`src/common/issue_settings.svh`:
```
`ifndef ISSUE_SETTINGS_SVH
`define ISSUE_SETTINGS_SVH

// ROB size and tag width go together
`define ISSUE_ROB_DEPTH 8
`define ISSUE_TAG_W 3

// ALU reservation stations outside the issue stage
`define ISSUE_ALU_RS 3

// Datapath width
`define ISSUE_WORD_W 16

`endif

```
`src/common/lc3b_pkg.sv`:
```
`include "issue_settings.svh"

package lc3b_pkg;

	typedef logic [`ISSUE_WORD_W-1:0] lc3b_word;
	typedef logic [2:0] lc3b_reg;
	typedef logic [`ISSUE_TAG_W-1:0] rob_tag_t;

	// LC-3b opcode field, only the ops handled by issue
	typedef enum logic [3:0]
	{
		op_br  = 4'b0000,
		op_add = 4'b0001,
		op_jsr = 4'b0100,	// JSR or JSRR by bit 11
		op_and = 4'b0101,
		op_ldr = 4'b0110,
		op_str = 4'b0111,
		op_not = 4'b1001,
		op_jmp = 4'b1100,
		op_lea = 4'b1110
	} lc3b_opcode;

	// One register status entry
	typedef struct packed
	{
		logic busy;		// Waiting on a ROB entry
		rob_tag_t tag;		// Producer
		lc3b_word data;
	} reg_entry_t;

	// Common data bus broadcast
	typedef struct packed
	{
		logic valid;
		rob_tag_t tag;
		lc3b_word data;
	} cdb_t;

endpackage

```
`src/common/issue_ifs.sv`:
```
`timescale 1ns/1ps

// Register status lookups from issue, plus the commit path from the ROB
interface reg_port_if;
	import lc3b_pkg::*;

	lc3b_reg sr1_idx;
	lc3b_reg sr2_idx;
	lc3b_reg dest_idx;
	logic set_busy;
	lc3b_reg busy_reg;
	rob_tag_t busy_tag;
	reg_entry_t sr1_entry;
	reg_entry_t sr2_entry;
	reg_entry_t dest_entry;
	logic commit_valid;
	lc3b_reg commit_reg;
	rob_tag_t commit_tag;
	lc3b_word commit_value;
	logic commit_has_dest;

	modport issue (
		output sr1_idx, sr2_idx, dest_idx, set_busy, busy_reg, busy_tag,
		input sr1_entry, sr2_entry, dest_entry
	);

	// The table sees both issue updates and commits
	modport reg_table (
		input sr1_idx, sr2_idx, dest_idx, set_busy, busy_reg, busy_tag,
		input commit_valid, commit_reg, commit_tag, commit_value, commit_has_dest,
		output sr1_entry, sr2_entry, dest_entry
	);

	modport commit (
		output commit_valid, commit_reg, commit_tag, commit_value, commit_has_dest
	);
endinterface

// Allocation and operand reads into the ROB
interface rob_port_if;
	import lc3b_pkg::*;

	logic alloc;
	lc3b_reg alloc_dest;
	logic alloc_has_dest;
	lc3b_word alloc_value;
	logic alloc_value_valid;
	rob_tag_t rd_tag1;
	rob_tag_t rd_tag2;
	rob_tag_t tail_tag;
	logic full;
	lc3b_word rd_value1;
	logic rd_valid1;
	lc3b_word rd_value2;
	logic rd_valid2;

	modport issue (
		output alloc, alloc_dest, alloc_has_dest, alloc_value, alloc_value_valid,
		output rd_tag1, rd_tag2,
		input tail_tag, full, rd_value1, rd_valid1, rd_value2, rd_valid2
	);

	modport rob (
		input alloc, alloc_dest, alloc_has_dest, alloc_value, alloc_value_valid,
		input rd_tag1, rd_tag2,
		output tail_tag, full, rd_value1, rd_valid1, rd_value2, rd_valid2
	);
endinterface

```
`src/design/reg_status.sv`:
```
`timescale 1ns/1ps

module reg_status (
	input logic clk,
	input logic rst_n,
	reg_port_if.reg_table regs
);
	import lc3b_pkg::*;

	reg_entry_t entries [8];

	// Combinational lookups for the instruction at issue
	assign regs.sr1_entry = entries[regs.sr1_idx];
	assign regs.sr2_entry = entries[regs.sr2_idx];
	assign regs.dest_entry = entries[regs.dest_idx];

	always_ff @(posedge clk or negedge rst_n)
	begin
		if (!rst_n)
		begin
			for (int i = 0; i < 8; i++)
				entries[i] <= '0;
		end
		else
		begin
			// Only the newest producer may clear busy
			if (regs.commit_valid && regs.commit_has_dest
				&& entries[regs.commit_reg].tag == regs.commit_tag)
			begin
				entries[regs.commit_reg].busy <= 1'b0;
				entries[regs.commit_reg].data <= regs.commit_value;
			end
			// Later assignment, so issue wins over commit
			if (regs.set_busy)
			begin
				entries[regs.busy_reg].busy <= 1'b1;
				entries[regs.busy_reg].tag <= regs.busy_tag;
			end
		end
	end

	assert property (@(posedge clk) disable iff (!rst_n)
		regs.set_busy |-> !$isunknown(regs.busy_reg));

endmodule

```
`src/issue/issue_control.sv`:
```
`timescale 1ns/1ps
`include "issue_settings.svh"

module issue_control (
	input logic clk,
	input logic rst_n,
	input lc3b_pkg::lc3b_word instr,
	input logic instr_valid,
	input lc3b_pkg::lc3b_word curr_pc,
	input logic predict_bit,
	input logic [`ISSUE_ALU_RS-1:0] alu_busy,
	input logic ldst_full,
	input lc3b_pkg::cdb_t cdb,
	reg_port_if.issue regs,
	rob_port_if.issue rob,
	output logic stall,
	output logic pcmux_sel,
	output lc3b_pkg::lc3b_word br_pc,
	output logic alu_issue,
	output logic [1:0] alu_station,
	output lc3b_pkg::lc3b_opcode alu_op,
	output lc3b_pkg::lc3b_word alu_vj,
	output lc3b_pkg::lc3b_word alu_vk,
	output lc3b_pkg::rob_tag_t alu_qj,
	output lc3b_pkg::rob_tag_t alu_qk,
	output logic alu_j_ready,
	output logic alu_k_ready,
	output lc3b_pkg::rob_tag_t alu_dest,
	output logic ldst_issue,
	output lc3b_pkg::lc3b_opcode ldst_op,
	output lc3b_pkg::lc3b_word ldst_offset,
	output lc3b_pkg::lc3b_word ldst_vbase,
	output lc3b_pkg::rob_tag_t ldst_qbase,
	output logic ldst_base_ready,
	output lc3b_pkg::lc3b_word ldst_vsrc,
	output lc3b_pkg::rob_tag_t ldst_qsrc,
	output logic ldst_src_ready,
	output lc3b_pkg::rob_tag_t ldst_dest
);
	import lc3b_pkg::*;

	lc3b_opcode opcode;
	lc3b_word imm5;
	lc3b_word offset6;
	lc3b_word offset9;
	lc3b_word offset11;
	lc3b_word pc_next;
	logic is_alu;
	logic is_ldst;
	logic is_str;
	logic is_jsr;
	logic reg_jump;		// JMP or JSRR
	logic live;
	logic issue;
	logic shadow;
	reg_entry_t op2_entry;
	lc3b_word j_value;
	lc3b_word k_value;
	logic j_ready;
	logic k_ready;

	// Register first, then CDB bypass, then ROB; otherwise wait on the tag
	function automatic logic resolve(
		input reg_entry_t ent,
		input cdb_t bus,
		input lc3b_word rob_value,
		input logic rob_valid,
		output lc3b_word value
	);
		logic ready;
		ready = 1'b1;
		if (!ent.busy)
			value = ent.data;
		else if (bus.valid && bus.tag == ent.tag)
			value = bus.data;
		else if (rob_valid)
			value = rob_value;
		else
		begin
			value = '0;
			ready = 1'b0;
		end
		return ready;
	endfunction

	assign opcode = lc3b_opcode'(instr[15:12]);
	assign imm5 = lc3b_word'(signed'(instr[4:0]));
	assign offset6 = lc3b_word'(signed'(instr[5:0])) << 1;
	assign offset9 = lc3b_word'(signed'(instr[8:0])) << 1;
	assign offset11 = lc3b_word'(signed'(instr[10:0])) << 1;
	assign pc_next = curr_pc + 16'd2;

	assign is_alu = (opcode == op_add) || (opcode == op_and) || (opcode == op_not);
	assign is_str = (opcode == op_str);
	assign is_ldst = (opcode == op_ldr) || is_str;
	assign is_jsr = (opcode == op_jsr);
	assign reg_jump = (opcode == op_jmp) || (is_jsr && !instr[11]);

	// Register table lookups
	assign regs.sr1_idx = instr[8:6];
	assign regs.sr2_idx = instr[2:0];
	assign regs.dest_idx = instr[11:9];

	// STR reads its store data from the dest field
	assign op2_entry = is_str ? regs.dest_entry : regs.sr2_entry;
	assign rob.rd_tag1 = regs.sr1_entry.tag;
	assign rob.rd_tag2 = op2_entry.tag;

	always_comb
	begin
		j_ready = resolve(regs.sr1_entry, cdb, rob.rd_value1, rob.rd_valid1, j_value);
		k_ready = resolve(op2_entry, cdb, rob.rd_value2, rob.rd_valid2, k_value);
	end

	// Wrong-path slot after a redirect is ignored
	assign live = instr_valid && !shadow;
	assign stall = live && (rob.full
		|| (is_alu && &alu_busy)
		|| (is_ldst && ldst_full)
		|| (reg_jump && !j_ready));
	assign issue = live && !stall;

	assign alu_issue = issue && is_alu;
	assign ldst_issue = issue && is_ldst;

	// Lowest free station wins
	always_comb
	begin
		alu_station = '0;
		for (int i = `ISSUE_ALU_RS - 1; i >= 0; i--)
		begin
			if (!alu_busy[i])
				alu_station = 2'(i);
		end
	end

	assign alu_op = opcode;
	assign alu_dest = rob.tail_tag;
	assign alu_vj = j_value;
	assign alu_qj = j_ready ? '0 : regs.sr1_entry.tag;
	assign alu_j_ready = j_ready;

	always_comb
	begin
		alu_vk = k_value;
		alu_qk = k_ready ? '0 : op2_entry.tag;
		alu_k_ready = k_ready;
		if (opcode == op_not)
		begin
			alu_vk = '1;	// XOR with all ones
			alu_qk = '0;
			alu_k_ready = 1'b1;
		end
		else if (instr[5])	// Immediate form of ADD/AND
		begin
			alu_vk = imm5;
			alu_qk = '0;
			alu_k_ready = 1'b1;
		end
	end

	assign ldst_op = opcode;
	assign ldst_offset = offset6;
	assign ldst_vbase = j_value;
	assign ldst_qbase = j_ready ? '0 : regs.sr1_entry.tag;
	assign ldst_base_ready = j_ready;
	assign ldst_vsrc = k_value;
	assign ldst_qsrc = k_ready ? '0 : op2_entry.tag;
	assign ldst_src_ready = k_ready;
	assign ldst_dest = is_str ? '0 : rob.tail_tag;	// Stores write no register

	// Fetch redirect and values known at issue
	always_comb
	begin
		pcmux_sel = 1'b0;
		br_pc = '0;
		rob.alloc_value = '0;
		case (opcode)
			op_br:
			begin
				br_pc = pc_next + offset9;
				pcmux_sel = issue && predict_bit;
				// Keep the other path for later recovery
				rob.alloc_value = predict_bit ? pc_next : br_pc;
			end
			op_jmp:
			begin
				br_pc = j_value;
				pcmux_sel = issue;
			end
			op_jsr:
			begin
				br_pc = instr[11] ? pc_next + offset11 : j_value;
				pcmux_sel = issue;
				rob.alloc_value = pc_next;	// Link value for R7
			end
			op_lea:
				rob.alloc_value = pc_next + offset9;
			default:
				pcmux_sel = 1'b0;
		endcase
	end

	// JMP needs no ROB entry
	assign rob.alloc = issue && (is_alu || is_ldst || is_jsr
		|| opcode == op_br || opcode == op_lea);
	assign rob.alloc_dest = is_jsr ? 3'd7 : instr[11:9];
	assign rob.alloc_has_dest = is_alu || is_jsr || opcode == op_ldr || opcode == op_lea;
	assign rob.alloc_value_valid = is_jsr || opcode == op_br || opcode == op_lea;

	assign regs.set_busy = rob.alloc && rob.alloc_has_dest;
	assign regs.busy_reg = rob.alloc_dest;
	assign regs.busy_tag = rob.tail_tag;

	always_ff @(posedge clk or negedge rst_n)
	begin
		if (!rst_n)
			shadow <= 1'b0;
		else
			shadow <= pcmux_sel;
	end

	// One issue path per cycle
	assert property (@(posedge clk) disable iff (!rst_n) !(alu_issue && ldst_issue));

endmodule

```
`src/design/rob_tracker.sv`:
```
`timescale 1ns/1ps
`include "issue_settings.svh"

module rob_tracker (
	input logic clk,
	input logic rst_n,
	input lc3b_pkg::cdb_t cdb,
	rob_port_if.rob rob,
	reg_port_if.commit commit
);
	import lc3b_pkg::*;

	localparam int rob_depth = `ISSUE_ROB_DEPTH;
	localparam logic [`ISSUE_TAG_W:0] full_count = `ISSUE_ROB_DEPTH;

	lc3b_word value_q [rob_depth];
	lc3b_reg dest_q [rob_depth];
	logic [rob_depth-1:0] has_dest_q;
	logic [rob_depth-1:0] valid_q;	// Result present
	rob_tag_t head;
	rob_tag_t tail;
	logic [`ISSUE_TAG_W:0] count;
	logic do_commit;

	function automatic rob_tag_t next_tag(input rob_tag_t t);
		return (t == rob_tag_t'(rob_depth - 1)) ? '0 : t + 1'b1;
	endfunction

	assign rob.tail_tag = tail;
	assign rob.full = (count == full_count);
	assign rob.rd_value1 = value_q[rob.rd_tag1];
	assign rob.rd_valid1 = valid_q[rob.rd_tag1];
	assign rob.rd_value2 = value_q[rob.rd_tag2];
	assign rob.rd_valid2 = valid_q[rob.rd_tag2];

	// In-order retirement of the head
	assign do_commit = (count != '0) && valid_q[head];
	assign commit.commit_valid = do_commit;
	assign commit.commit_reg = dest_q[head];
	assign commit.commit_tag = head;
	assign commit.commit_value = value_q[head];
	assign commit.commit_has_dest = has_dest_q[head];

	always_ff @(posedge clk)
	begin
		if (rob.alloc)
		begin
			value_q[tail] <= rob.alloc_value;
			dest_q[tail] <= rob.alloc_dest;
			has_dest_q[tail] <= rob.alloc_has_dest;
		end
		if (cdb.valid)
			value_q[cdb.tag] <= cdb.data;
	end

	always_ff @(posedge clk or negedge rst_n)
	begin
		if (!rst_n)
		begin
			head <= '0;
			tail <= '0;
			count <= '0;
			valid_q <= '0;
		end
		else
		begin
			if (rob.alloc)
			begin
				valid_q[tail] <= rob.alloc_value_valid;
				tail <= next_tag(tail);
			end
			if (cdb.valid)
				valid_q[cdb.tag] <= 1'b1;
			if (do_commit)
			begin
				valid_q[head] <= 1'b0;
				head <= next_tag(head);
			end
			if (rob.alloc && !do_commit)
				count <= count + 1'b1;
			else if (!rob.alloc && do_commit)
				count <= count - 1'b1;
		end
	end

	assert property (@(posedge clk) disable iff (!rst_n) rob.alloc |-> !rob.full);

endmodule

```
`src/design/issue_top.sv`:
```
`timescale 1ns/1ps

module issue_top (
	input logic clk,
	input logic rst_n,
	input lc3b_pkg::lc3b_word instr,
	input logic instr_valid,
	input lc3b_pkg::lc3b_word curr_pc,
	input logic predict_bit,
	input logic [2:0] alu_busy,
	input logic ldst_full,
	input logic cdb_valid,
	input lc3b_pkg::rob_tag_t cdb_tag,
	input lc3b_pkg::lc3b_word cdb_data,
	output logic stall,
	output logic pcmux_sel,
	output lc3b_pkg::lc3b_word br_pc,
	output logic alu_issue,
	output logic [1:0] alu_station,
	output lc3b_pkg::lc3b_opcode alu_op,
	output lc3b_pkg::lc3b_word alu_vj,
	output lc3b_pkg::lc3b_word alu_vk,
	output lc3b_pkg::rob_tag_t alu_qj,
	output lc3b_pkg::rob_tag_t alu_qk,
	output logic alu_j_ready,
	output logic alu_k_ready,
	output lc3b_pkg::rob_tag_t alu_dest,
	output logic ldst_issue,
	output lc3b_pkg::lc3b_opcode ldst_op,
	output lc3b_pkg::lc3b_word ldst_offset,
	output lc3b_pkg::lc3b_word ldst_vbase,
	output lc3b_pkg::rob_tag_t ldst_qbase,
	output logic ldst_base_ready,
	output lc3b_pkg::lc3b_word ldst_vsrc,
	output lc3b_pkg::rob_tag_t ldst_qsrc,
	output logic ldst_src_ready,
	output lc3b_pkg::rob_tag_t ldst_dest,
	output logic commit_valid,
	output lc3b_pkg::lc3b_reg commit_reg,
	output lc3b_pkg::lc3b_word commit_value
);
	import lc3b_pkg::*;

	cdb_t cdb;

	reg_port_if reg_if ();
	rob_port_if rob_if ();

	assign cdb = '{valid: cdb_valid, tag: cdb_tag, data: cdb_data};

	// Commit seen from outside
	assign commit_valid = reg_if.commit_valid;
	assign commit_reg = reg_if.commit_reg;
	assign commit_value = reg_if.commit_value;

	reg_status reg_status_i (
		.clk (clk),
		.rst_n (rst_n),
		.regs (reg_if.reg_table)
	);

	issue_control issue_control_i (
		.clk (clk),
		.rst_n (rst_n),
		.instr (instr),
		.instr_valid (instr_valid),
		.curr_pc (curr_pc),
		.predict_bit (predict_bit),
		.alu_busy (alu_busy),
		.ldst_full (ldst_full),
		.cdb (cdb),
		.regs (reg_if.issue),
		.rob (rob_if.issue),
		.stall (stall),
		.pcmux_sel (pcmux_sel),
		.br_pc (br_pc),
		.alu_issue (alu_issue),
		.alu_station (alu_station),
		.alu_op (alu_op),
		.alu_vj (alu_vj),
		.alu_vk (alu_vk),
		.alu_qj (alu_qj),
		.alu_qk (alu_qk),
		.alu_j_ready (alu_j_ready),
		.alu_k_ready (alu_k_ready),
		.alu_dest (alu_dest),
		.ldst_issue (ldst_issue),
		.ldst_op (ldst_op),
		.ldst_offset (ldst_offset),
		.ldst_vbase (ldst_vbase),
		.ldst_qbase (ldst_qbase),
		.ldst_base_ready (ldst_base_ready),
		.ldst_vsrc (ldst_vsrc),
		.ldst_qsrc (ldst_qsrc),
		.ldst_src_ready (ldst_src_ready),
		.ldst_dest (ldst_dest)
	);

	rob_tracker rob_tracker_i (
		.clk (clk),
		.rst_n (rst_n),
		.cdb (cdb),
		.rob (rob_if.rob),
		.commit (reg_if.commit)
	);

endmodule

```
`config.mk`:
```
export PLATFORM = sky130hd
export DESIGN_NAME = issue_top
export DESIGN_NICKNAME = d
export VERILOG_FILES = /design/src/common/lc3b_pkg.sv /design/src/common/issue_ifs.sv /design/src/design/reg_status.sv /design/src/issue/issue_control.sv /design/src/design/rob_tracker.sv /design/src/design/issue_top.sv
export VERILOG_INCLUDE_DIRS = /design/src /design/src/common
export SDC_FILE = /design/constraint.sdc
export NUM_CORES = 1
export LEC_CHECK = 0
export BUFFER_PORTS_ARGS = -buffer_cell sky130_fd_sc_hd__buf_2
export CELL_PAD_IN_SITES_DETAIL_PLACEMENT = 1
export CELL_PAD_IN_SITES_GLOBAL_PLACEMENT = 2
export CORE_ASPECT_RATIO = 0.7
export CORE_MARGIN = 5
export CORE_UTILIZATION = 45
export DETAILED_ROUTE_END_ITERATION = 8
export GPL_ROUTABILITY_DRIVEN = 0
export PLACE_DENSITY = 0.94
export SYNTH_ARGS = -nofsm -noshare
export SYNTH_HDL_FRONTEND = slang
export SYNTH_SLANG_ARGS = --single-unit
```
`constraint.sdc`:
```
create_clock -name clk -period 13.5 [get_ports clk]
set_input_delay 2.025 -clock clk [delete_from_list [all_inputs] [get_ports clk]]
set_output_delay 2.025 -clock clk [all_outputs]
set_load 0.005 [all_outputs]
```
==> results.sh, run 1 <==
export IMPL_die_h_microns=202
export IMPL_dieArea_sq_mm=0.0576
export IMPL_worstHoldPathCells=2
export IMPL_synth_cell_types=75
export IMPL_drt_initial_drc_count=2641
export IMPL_worstMarginPinSlew_ps=1380
export IMPL_clock_skew_final_ps=19.6
export IMPL_grt_max_degree=85
export IMPL_ys_flop_type="dfrtp_1"
export IMPL_portBuffers=210
export IMPL_antenna_found_initial=11
export IMPL_synth_area_leader_cell="edfxtp_1"
export IMPL_die_w_microns=285
export IMPL_startpoint_type="input port"
export IMPL_cp_end_kind="output port"
export IMPL_clk_pin_slew_ps=70
export IMPL_rows=70
export IMPL_numCtsBuffers=37
export IMPL_hold_path_end="rob_tracker_i.count[2]"
export IMPL_ys_seq_area_share_pct=39.0
export IMPL_grt_total_usage_pct=31.9
export IMPL_cts_tree="built"
export IMPL_hp_start="rob_tracker_i.count[2]"
export IMPL_dp_final_hpwl_mm=64.2
export IMPL_synth_area_top_cells="edfxtp_1 20%, dfrtp_1 19%, mux4_2 18%, mux2_2 7.7%, mux2i_1 5.2%"
export IMPL_drt_pass1_iter_count=8
export IMPL_core_sq_mm=0.0523
export IMPL_routed_via_density=6.96
export IMPL_setup_tns_final_ps=0
export IMPL_drt_wl_total_mm=95.0
export IMPL_critPathKind="in -> out"
export IMPL_fillers=5486
export IMPL_reg2regPathDepth=11
export IMPL_cts_htree_levels=2
export IMPL_cts_buffer_depth=3
export IMPL_gr_total_overflow=0
export IMPL_clk_latency_ps=550
export IMPL_wire_per_inst_microns=33.3
export IMPL_cts_sinks=339
export IMPL_cts_root_buf="clkbuf_16"
export IMPL_multiInputGateArea_sq_mm=0.0133
export IMPL_crit_fanout=64
export IMPL_syn_nets=2147
export IMPL_max_stage_delay_ps=790
export IMPL_synth_cells=2058
export IMPL_cts_resized=0
export IMPL_post_synth_top_area_fraction_pct=20.2
export IMPL_cp_cell_sequence="buf_2, buf_4, mux4_2, mux2i_4, buf_4, buf_4, mux2i_1, mux2i_1, mux2i_1, o21ai_0, nand2_1, o2bb2ai_1, a21o_1, buf_2"
export IMPL_initial_utilization_pct=45.5
export IMPL_rsz0062_at_grt="false"
export IMPL_syn_area_per_cell_sq_um=11.6
export IMPL_hold_violations=0
export IMPL_max_cap_violations=0
export IMPL_seq_area_sq_mm=0.00929
export IMPL_status="finished, final reports clean"
export IMPL_ys_ff_latch=339
export IMPL_dpl_cell_area_sq_mm=0.0251
export IMPL_drc=0
export IMPL_r2r_slack_ps=7270
export IMPL_ys_warn_count=0
export IMPL_synth_edf_count=160
export IMPL_num_io_pins=212
export IMPL_timing_rr_end="reg_status_i.entries[111]"
export IMPL_antenna_left=0
export IMPL_slowest_stage="buf_4"
export IMPL_async_flop_share_pct=52.8
export IMPL_syn2layout_area_growth_pct=10.5
export IMPL_r2r_start="rob_tracker_i.commit.commit_tag[0]"
export IMPL_period_needed_ps=8840
export IMPL_max_freq_mhz=113
export IMPL_leakage_nw=11.0
export IMPL_hp_class="reg -> reg"
export IMPL_nNetsFinal=2226
export IMPL_grt_pass1_wl_mm=138
export IMPL_arrival_ps=6820
export IMPL_drv_slew=0
export IMPL_synth_most_common_cell="a21oi_1"
export IMPL_drive_gt1_share_pct=32.5
export IMPL_yosys_top_cells_count="195 x a21oi_1, 192 x mux4_2, 179 x dfrtp_1"
export IMPL_vias=19900
export IMPL_path_buf_inv=5
export IMPL_cellPowerDensity_mw_per_mm2=211
export IMPL_grt_pass1_vias=20300
export IMPL_cp_data_required_time_ps=11480
export IMPL_relSlewSlack_pct=8.00
export IMPL_holdBufCountCts=0
export IMPL_syn_area_sq_mm=0.0238
export IMPL_ir_drop_mv=0.125
export IMPL_cts_setup_buffers=0
export IMPL_setup_violations=0
export IMPL_crit_family="buffers and inverters"
export IMPL_fin_crit_sh_pct=65.5
export IMPL_stdcell_area_sq_mm=0.0263
registers in the layout (all words and copies together) (netlist names):
signal / flops
issue_control_i.shadow: 1
reg_status_i.entries: 160
rob_tracker_i.commit.commit_tag: 3
rob_tracker_i.count: 4
rob_tracker_i.dest_q: 24
rob_tracker_i.has_dest_q: 8
rob_tracker_i.rob.tail_tag: 3
rob_tracker_i.valid_q: 8
rob_tracker_i.value_q: 128
stage by stage:
step / setup WS (ps) / instances / hold slack, ps / utilization [%] / total power, mW
2_1_floorplan: 6450 / 2058 / 475 / - / 3.30
3_5_place_dp: 4750 / 2782 / 516 / 47.9 / 4.40
4_1_cts: 4750 / 2850 / 531 / 50.2 / 5.47
5_1_grt: 4370 / 2853 / 555 / 50.3 / 5.74
6_report: 4660 / 2856 / 538 / 50.3 / 5.54
3_3_place_gp: 4920 / 2782 / 503 / 47.9 / 4.26
placed cells by master, fill, tap and decap left out, types with 7 or more instances in the layout:
master and n:
nor3_1 18, a21o_1 10, ha_1 27, clkbuf_16 39
xor2_1 14, a211oi_1 65, mux2i_1 121, buf_2 209
nand4_1 9, o21ai_0 64, nor2b_1 48, nor2_1 176
mux2_2 163, a22oi_1 24, inv_1 59, buf_4 48
mux2_1 22, dfrtp_1 177, xnor2_1 32, and2_1 7
mux4_2 192, clkbuf_1 16, a21oi_1 195, edfxtp_1 160
o221ai_1 16, nand3_1 35, nand2_1 98, and3_1 10
metal layers:
metal	vias to the layer above	track usage, %	wire (microns)
li1	7966	-	-
met1	10200	42.5	36100
met2	1475	47.3	41000
met3	275	12.8	13900
met4	10	11.5	3900
met5	-	0	55
how the worst max path moves through the flow:
stage / slack, ps / cells after the start / start / endpoint
after global routing: 4370 / 13 / instr[9] / alu_vk[7]
after global placement: 4920 / 14 / instr[6] / br_pc[15]
final: 4660 / 14 / instr[6] / br_pc[15]
after detailed placement: 4750 / 13 / instr[9] / alu_vk[10]
after floorplan: 6450 / 11 / instr[0] / alu_qk[1]
after CTS: 4750 / 13 / instr[9] / alu_vk[10]
worst register-to-register path: stages, from the launching register on:
cell      delay [ps]
dfrtp_2          950
buf_4            670
mux4_2           680
mux2i_2          560
inv_1            310
nand2_1          130
nand4_1          150
a311o_1          410
a221oi_1         380
and3_1           330
and3_1          1080
mux2_2           460
layout make-up:
type | count | share of cell area, %
Timing Repair Buffer | 258 | 5.39
Antenna cell | 6 | 0.0571
Inverter | 59 | 0.843
Sequential cell | 339 | 35.3
Clock buffer | 59 | 4.15
Clock inverter | 9 | 0.409
Multi-Input combinational cell | 1442 | 50.6
Tap cell | 684 | 3.26
power breakdown:
part	switching (mW)	internal [mW]	leakage [nW]	total (mW)
Combinational	1.72	1.16	6.53	2.88
Clock	0.451	0.596	0.579	1.05
Sequential	0.287	1.33	3.87	1.61
Total	2.46	3.08	11.0	5.54
cells by family (layout without fill, tap and decap cells):
family	Yosys count	count (layout)	share of synthesized area, %
other	1	7	0.0158
AOI/OAI and AO/OA	420	420	10.7
xor gates and xnor gates	46	46	1.69
buffers and inverters	277	385	5.56
and+or+nand+nor	436	436	8.57
muxes	510	510	32.8
adders and majority gates	29	29	1.59
DFF	339	339	39.0
Note: power is estimated with default switching activity, not from simulation.
==> inputs of run 2 (changes only) <==
--- a/config.mk
+++ b/config.mk
@@ -6,15 +6,16 @@
 export SDC_FILE = /design/constraint.sdc
 export NUM_CORES = 1
 export LEC_CHECK = 0
+export ABC_AREA = 1
 export BUFFER_PORTS_ARGS = -buffer_cell sky130_fd_sc_hd__buf_2
 export CELL_PAD_IN_SITES_DETAIL_PLACEMENT = 1
 export CELL_PAD_IN_SITES_GLOBAL_PLACEMENT = 2
 export CORE_ASPECT_RATIO = 0.7
 export CORE_MARGIN = 5
-export CORE_UTILIZATION = 45
+export CORE_UTILIZATION = 35
 export DETAILED_ROUTE_END_ITERATION = 8
 export GPL_ROUTABILITY_DRIVEN = 0
-export PLACE_DENSITY = 0.94
+export PLACE_DENSITY = 0.88
 export SYNTH_ARGS = -nofsm -noshare
 export SYNTH_HDL_FRONTEND = slang
 export SYNTH_SLANG_ARGS = --single-unit
==> constraint.sdc (replaced) <==
create_clock -name clk -period 9 [get_ports clk]
set_input_delay 1.35 -clock clk [delete_from_list [all_inputs] [get_ports clk]]
set_output_delay 1.35 -clock clk [all_outputs]
set_load 0.005 [all_outputs]
==> results.sh, run 2 <==
export IMPL_status="finished, final reports clean"
export IMPL_hold_violations=0
export IMPL_syn_area_per_cell_sq_um=6.79
export IMPL_relSlewSlack_pct=11.8
export IMPL_worstMarginPinSlew_ps=1310
export IMPL_power_frac_clock_pct=20.4
export IMPL_drt_initial_drc_count=3640
export IMPL_clk_latency_ps=600
export IMPL_layout_setup_ws_ps=1250
export IMPL_max_cap_violations=0
export IMPL_drive_gt1_share_pct=10.7
export IMPL_ir_drop_mv=0.264
export IMPL_drc=0
export IMPL_max_freq_mhz=129
export IMPL_place_ws_ps=1560
export IMPL_power_frac_seq_pct=25.7
export IMPL_die_h_microns=239
export IMPL_die_w_microns=337
export IMPL_final_common_cell="nand2_1"
export IMPL_synth_area_top_cells="edfxtp_1 18%, dfrtp_1 17%, nand2_1 14%, o21ai_0 11%, nand3_1 5.2%"
export IMPL_grt_max_degree=84
export IMPL_cts_setup_buffers=0
export IMPL_grt_total_usage_pct=31.6
export IMPL_intPower_mw=4.13
export IMPL_cts_root_buf="clkbuf_16"
export IMPL_cts_sinks=339
export IMPL_routed_via_density=6.02
export IMPL_hp_start="reg_status_i.entries[123]"
export IMPL_leakage_nw=13.1
export IMPL_initial_utilization_pct=35.5
export IMPL_synth_most_common_cell="nand2_1"
export IMPL_cp_end_kind="output port"
export IMPL_dp_final_hpwl_mm=89.8
export IMPL_dieArea_sq_mm=0.0803
export IMPL_setup_tns_final_ps=0
export IMPL_top_regs="reg_status_i.entries x160, rob_tracker_i.value_q x128, rob_tracker_i.dest_q x24"
export IMPL_grt_pass1_vias=28700
export IMPL_worstHoldPathCells=2
export IMPL_post_synth_top_area_fraction_pct=18.4
export IMPL_nNetsFinal=3965
export IMPL_r2r_start="rob_tracker_i.commit.commit_tag[0]"
export IMPL_rows=83
export IMPL_async_flop_share_pct=52.8
export IMPL_syn_area_sq_mm=0.0261
export IMPL_reg2regPathDepth=16
export IMPL_gr_total_overflow=0
export IMPL_holdBufCountCts=0
export IMPL_largest_reg_flops=160
export IMPL_arrival_ps=6400
export IMPL_numCtsBuffers=41
export IMPL_startpoint_type="input port"
export IMPL_yosys_top_cells_count="972 x nand2_1, 584 x o21ai_0, 321 x inv_1"
export IMPL_mostFrequentLayoutCells="970 x nand2_1, 576 x o21ai_0, 319 x inv_1"
export IMPL_clk_pin_slew_ps=60
export IMPL_antenna_found_initial=9
export IMPL_ys_ff_latch=339
export IMPL_power_frac_comb_pct=53.9
export IMPL_antenna_cells=0
export IMPL_switchingPower_mw=4.68
export IMPL_rsz0062_at_grt="false"
export IMPL_drt_wl_total_mm=131
export IMPL_synth_cells=3845
export IMPL_synth_edf_count=160
export IMPL_cp_data_required_time_ps=7650
export IMPL_fillers=9452
export IMPL_cellPowerDensity_mw_per_mm2=305
export IMPL_clock_skew_final_ps=30.7
export IMPL_synth_cell_types=51
export IMPL_crit_fanout=72
export IMPL_period_needed_ps=7750
export IMPL_hold_path_end="reg_status_i.entries[123]"
export IMPL_ys_warn_count=0
export IMPL_cts_resized=0
export IMPL_antenna_left=0
export IMPL_cts_buffer_depth=3
export IMPL_hp_class="reg -> reg"
export IMPL_grt_pass1_wl_mm=192
export IMPL_critPathKind="in -> out"
export IMPL_top_register="reg_status_i.entries"
export IMPL_syn_nets=3934
export IMPL_num_io_pins=212
export IMPL_core_sq_mm=0.0736
export IMPL_drt_pass1_iter_count=7
export IMPL_cts_tree="built"
export IMPL_r2r_slack_ps=3860
export IMPL_synth_area_leader_cell="edfxtp_1"
export IMPL_syn2layout_area_growth_pct=10.6
export IMPL_ys_flop_type="dfrtp_1"
export IMPL_fin_crit_sh_pct=86.1
export IMPL_timing_rr_end="reg_status_i.entries[125]"
export IMPL_swShare_pct=53.1
export IMPL_cts_htree_levels=2
export IMPL_holdWs_ps=474
export IMPL_setup_violations=0
export IMPL_wire_per_inst_microns=26.8
export IMPL_ys_seq_area_share_pct=35.5
export IMPL_drv_slew=0
export IMPL_vias=29400
export IMPL_portBuffers=210
## run 2: cell count changes after synthesis, sizes merged, moves of 50 or more
cell / previous run / this run
nand2: 100 / 982
o21ai: 66 / 596
inv: 59 / 328
nand3: 35 / 281
mux4: 193 / 0
mux2: 187 / 0
nor2: 176 / 320
nand4: 9 / 152
mux2i: 130 / 0
o211ai: 1 / 115
a21oi: 195 / 265
clkbuf: 118 / 188
a211oi: 65 / 1
nor2b: 50 / 0
## run 2: worst max path at each step
stage / from / to / slack [ps] / depth (start not counted)
finish: instr[0] / ldst_vsrc[2] / 1250 / 17
global route: instr[0] / ldst_vsrc[15] / 1120 / 15
CTS: instr[0] / ldst_vsrc[15] / 1480 / 17
detailed placement: instr[0] / ldst_vsrc[15] / 1560 / 17
global placement: instr[0] / ldst_vsrc[15] / 1570 / 15
floorplan: curr_pc[1] / br_pc[14] / 3960 / 18
## run 2: area by class of cell
type / instances / area (sq um) / area share, %
sequential: 339 / 9290 / 32.1
clock buffer: 57 / 1190 / 4.11
timing repair buffer: 297 / 1720 / 5.95
inverter: 336 / 1260 / 4.37
clock inverter: 15 / 178 / 0.615
tap: 977 / 1220 / 4.23
multi-input combinational: 2861 / 14000 / 48.6
## run 2: logic make-up after synthesis
| kind of cell | synth area share (%) |
|---|---|
| buf+inv | 10.9 |
| other cells | 0.0144 |
| fa+ha+maj | 1.45 |
| flops | 35.5 |
| simple gates | 29.7 |
| xor+xnor | 0.905 |
| compound gates | 21.4 |
## run 2: power groups by stage
stage | combinational [mW] | sequential (mW) | clock (mW)
6_report | 4.75 | 2.27 | 1.79
5_1_grt | 5.06 | 2.30 | 1.87
4_1_cts | 4.63 | 2.25 | 1.80
3_5_place_dp | 4.61 | 2.28 | 0
3_3_place_gp | 4.53 | 2.27 | 0
2_1_floorplan | 3.11 | 2.16 | 0
## run 2: layer usage
layer | track usage, % | part of all wire, % | vias to the layer above
met1 | 45.8 | 44 | 14400
met5 | 2.36 | 0.24 | -
met4 | 8.98 | 3.0 | 9
met3 | 9.28 | 12 | 244
met2 | 45.4 | 40 | 1654
li1 | - | - | 13000
## run 2: through the flow
stage	cells	util [%]	area [sq um]	power [mW]
6_report	4882	39.2	28900	8.81
5_1_grt	4882	39.2	28900	9.23
4_1_cts	4882	39.2	28900	8.68
3_5_place_dp	4810	37.4	27500	6.89
3_3_place_gp	4810	37.4	27500	6.80
2_1_floorplan	3845	-	26100	5.27
## run 2: worst max-delay path, stage by stage
cell and delay (ps):
buf_4 440, clkinv_1 140, buf_4 290, a21oi_1 200, o21ai_0 110, nand3_1 80
nand3_1 110, buf_4 310, nand2_2 150, buf_4 670, o21ai_0 240, nand2_1 130
nand2_1 50, nand2_1 730, nand2_1 160, a21boi_0 850, buf_2 260
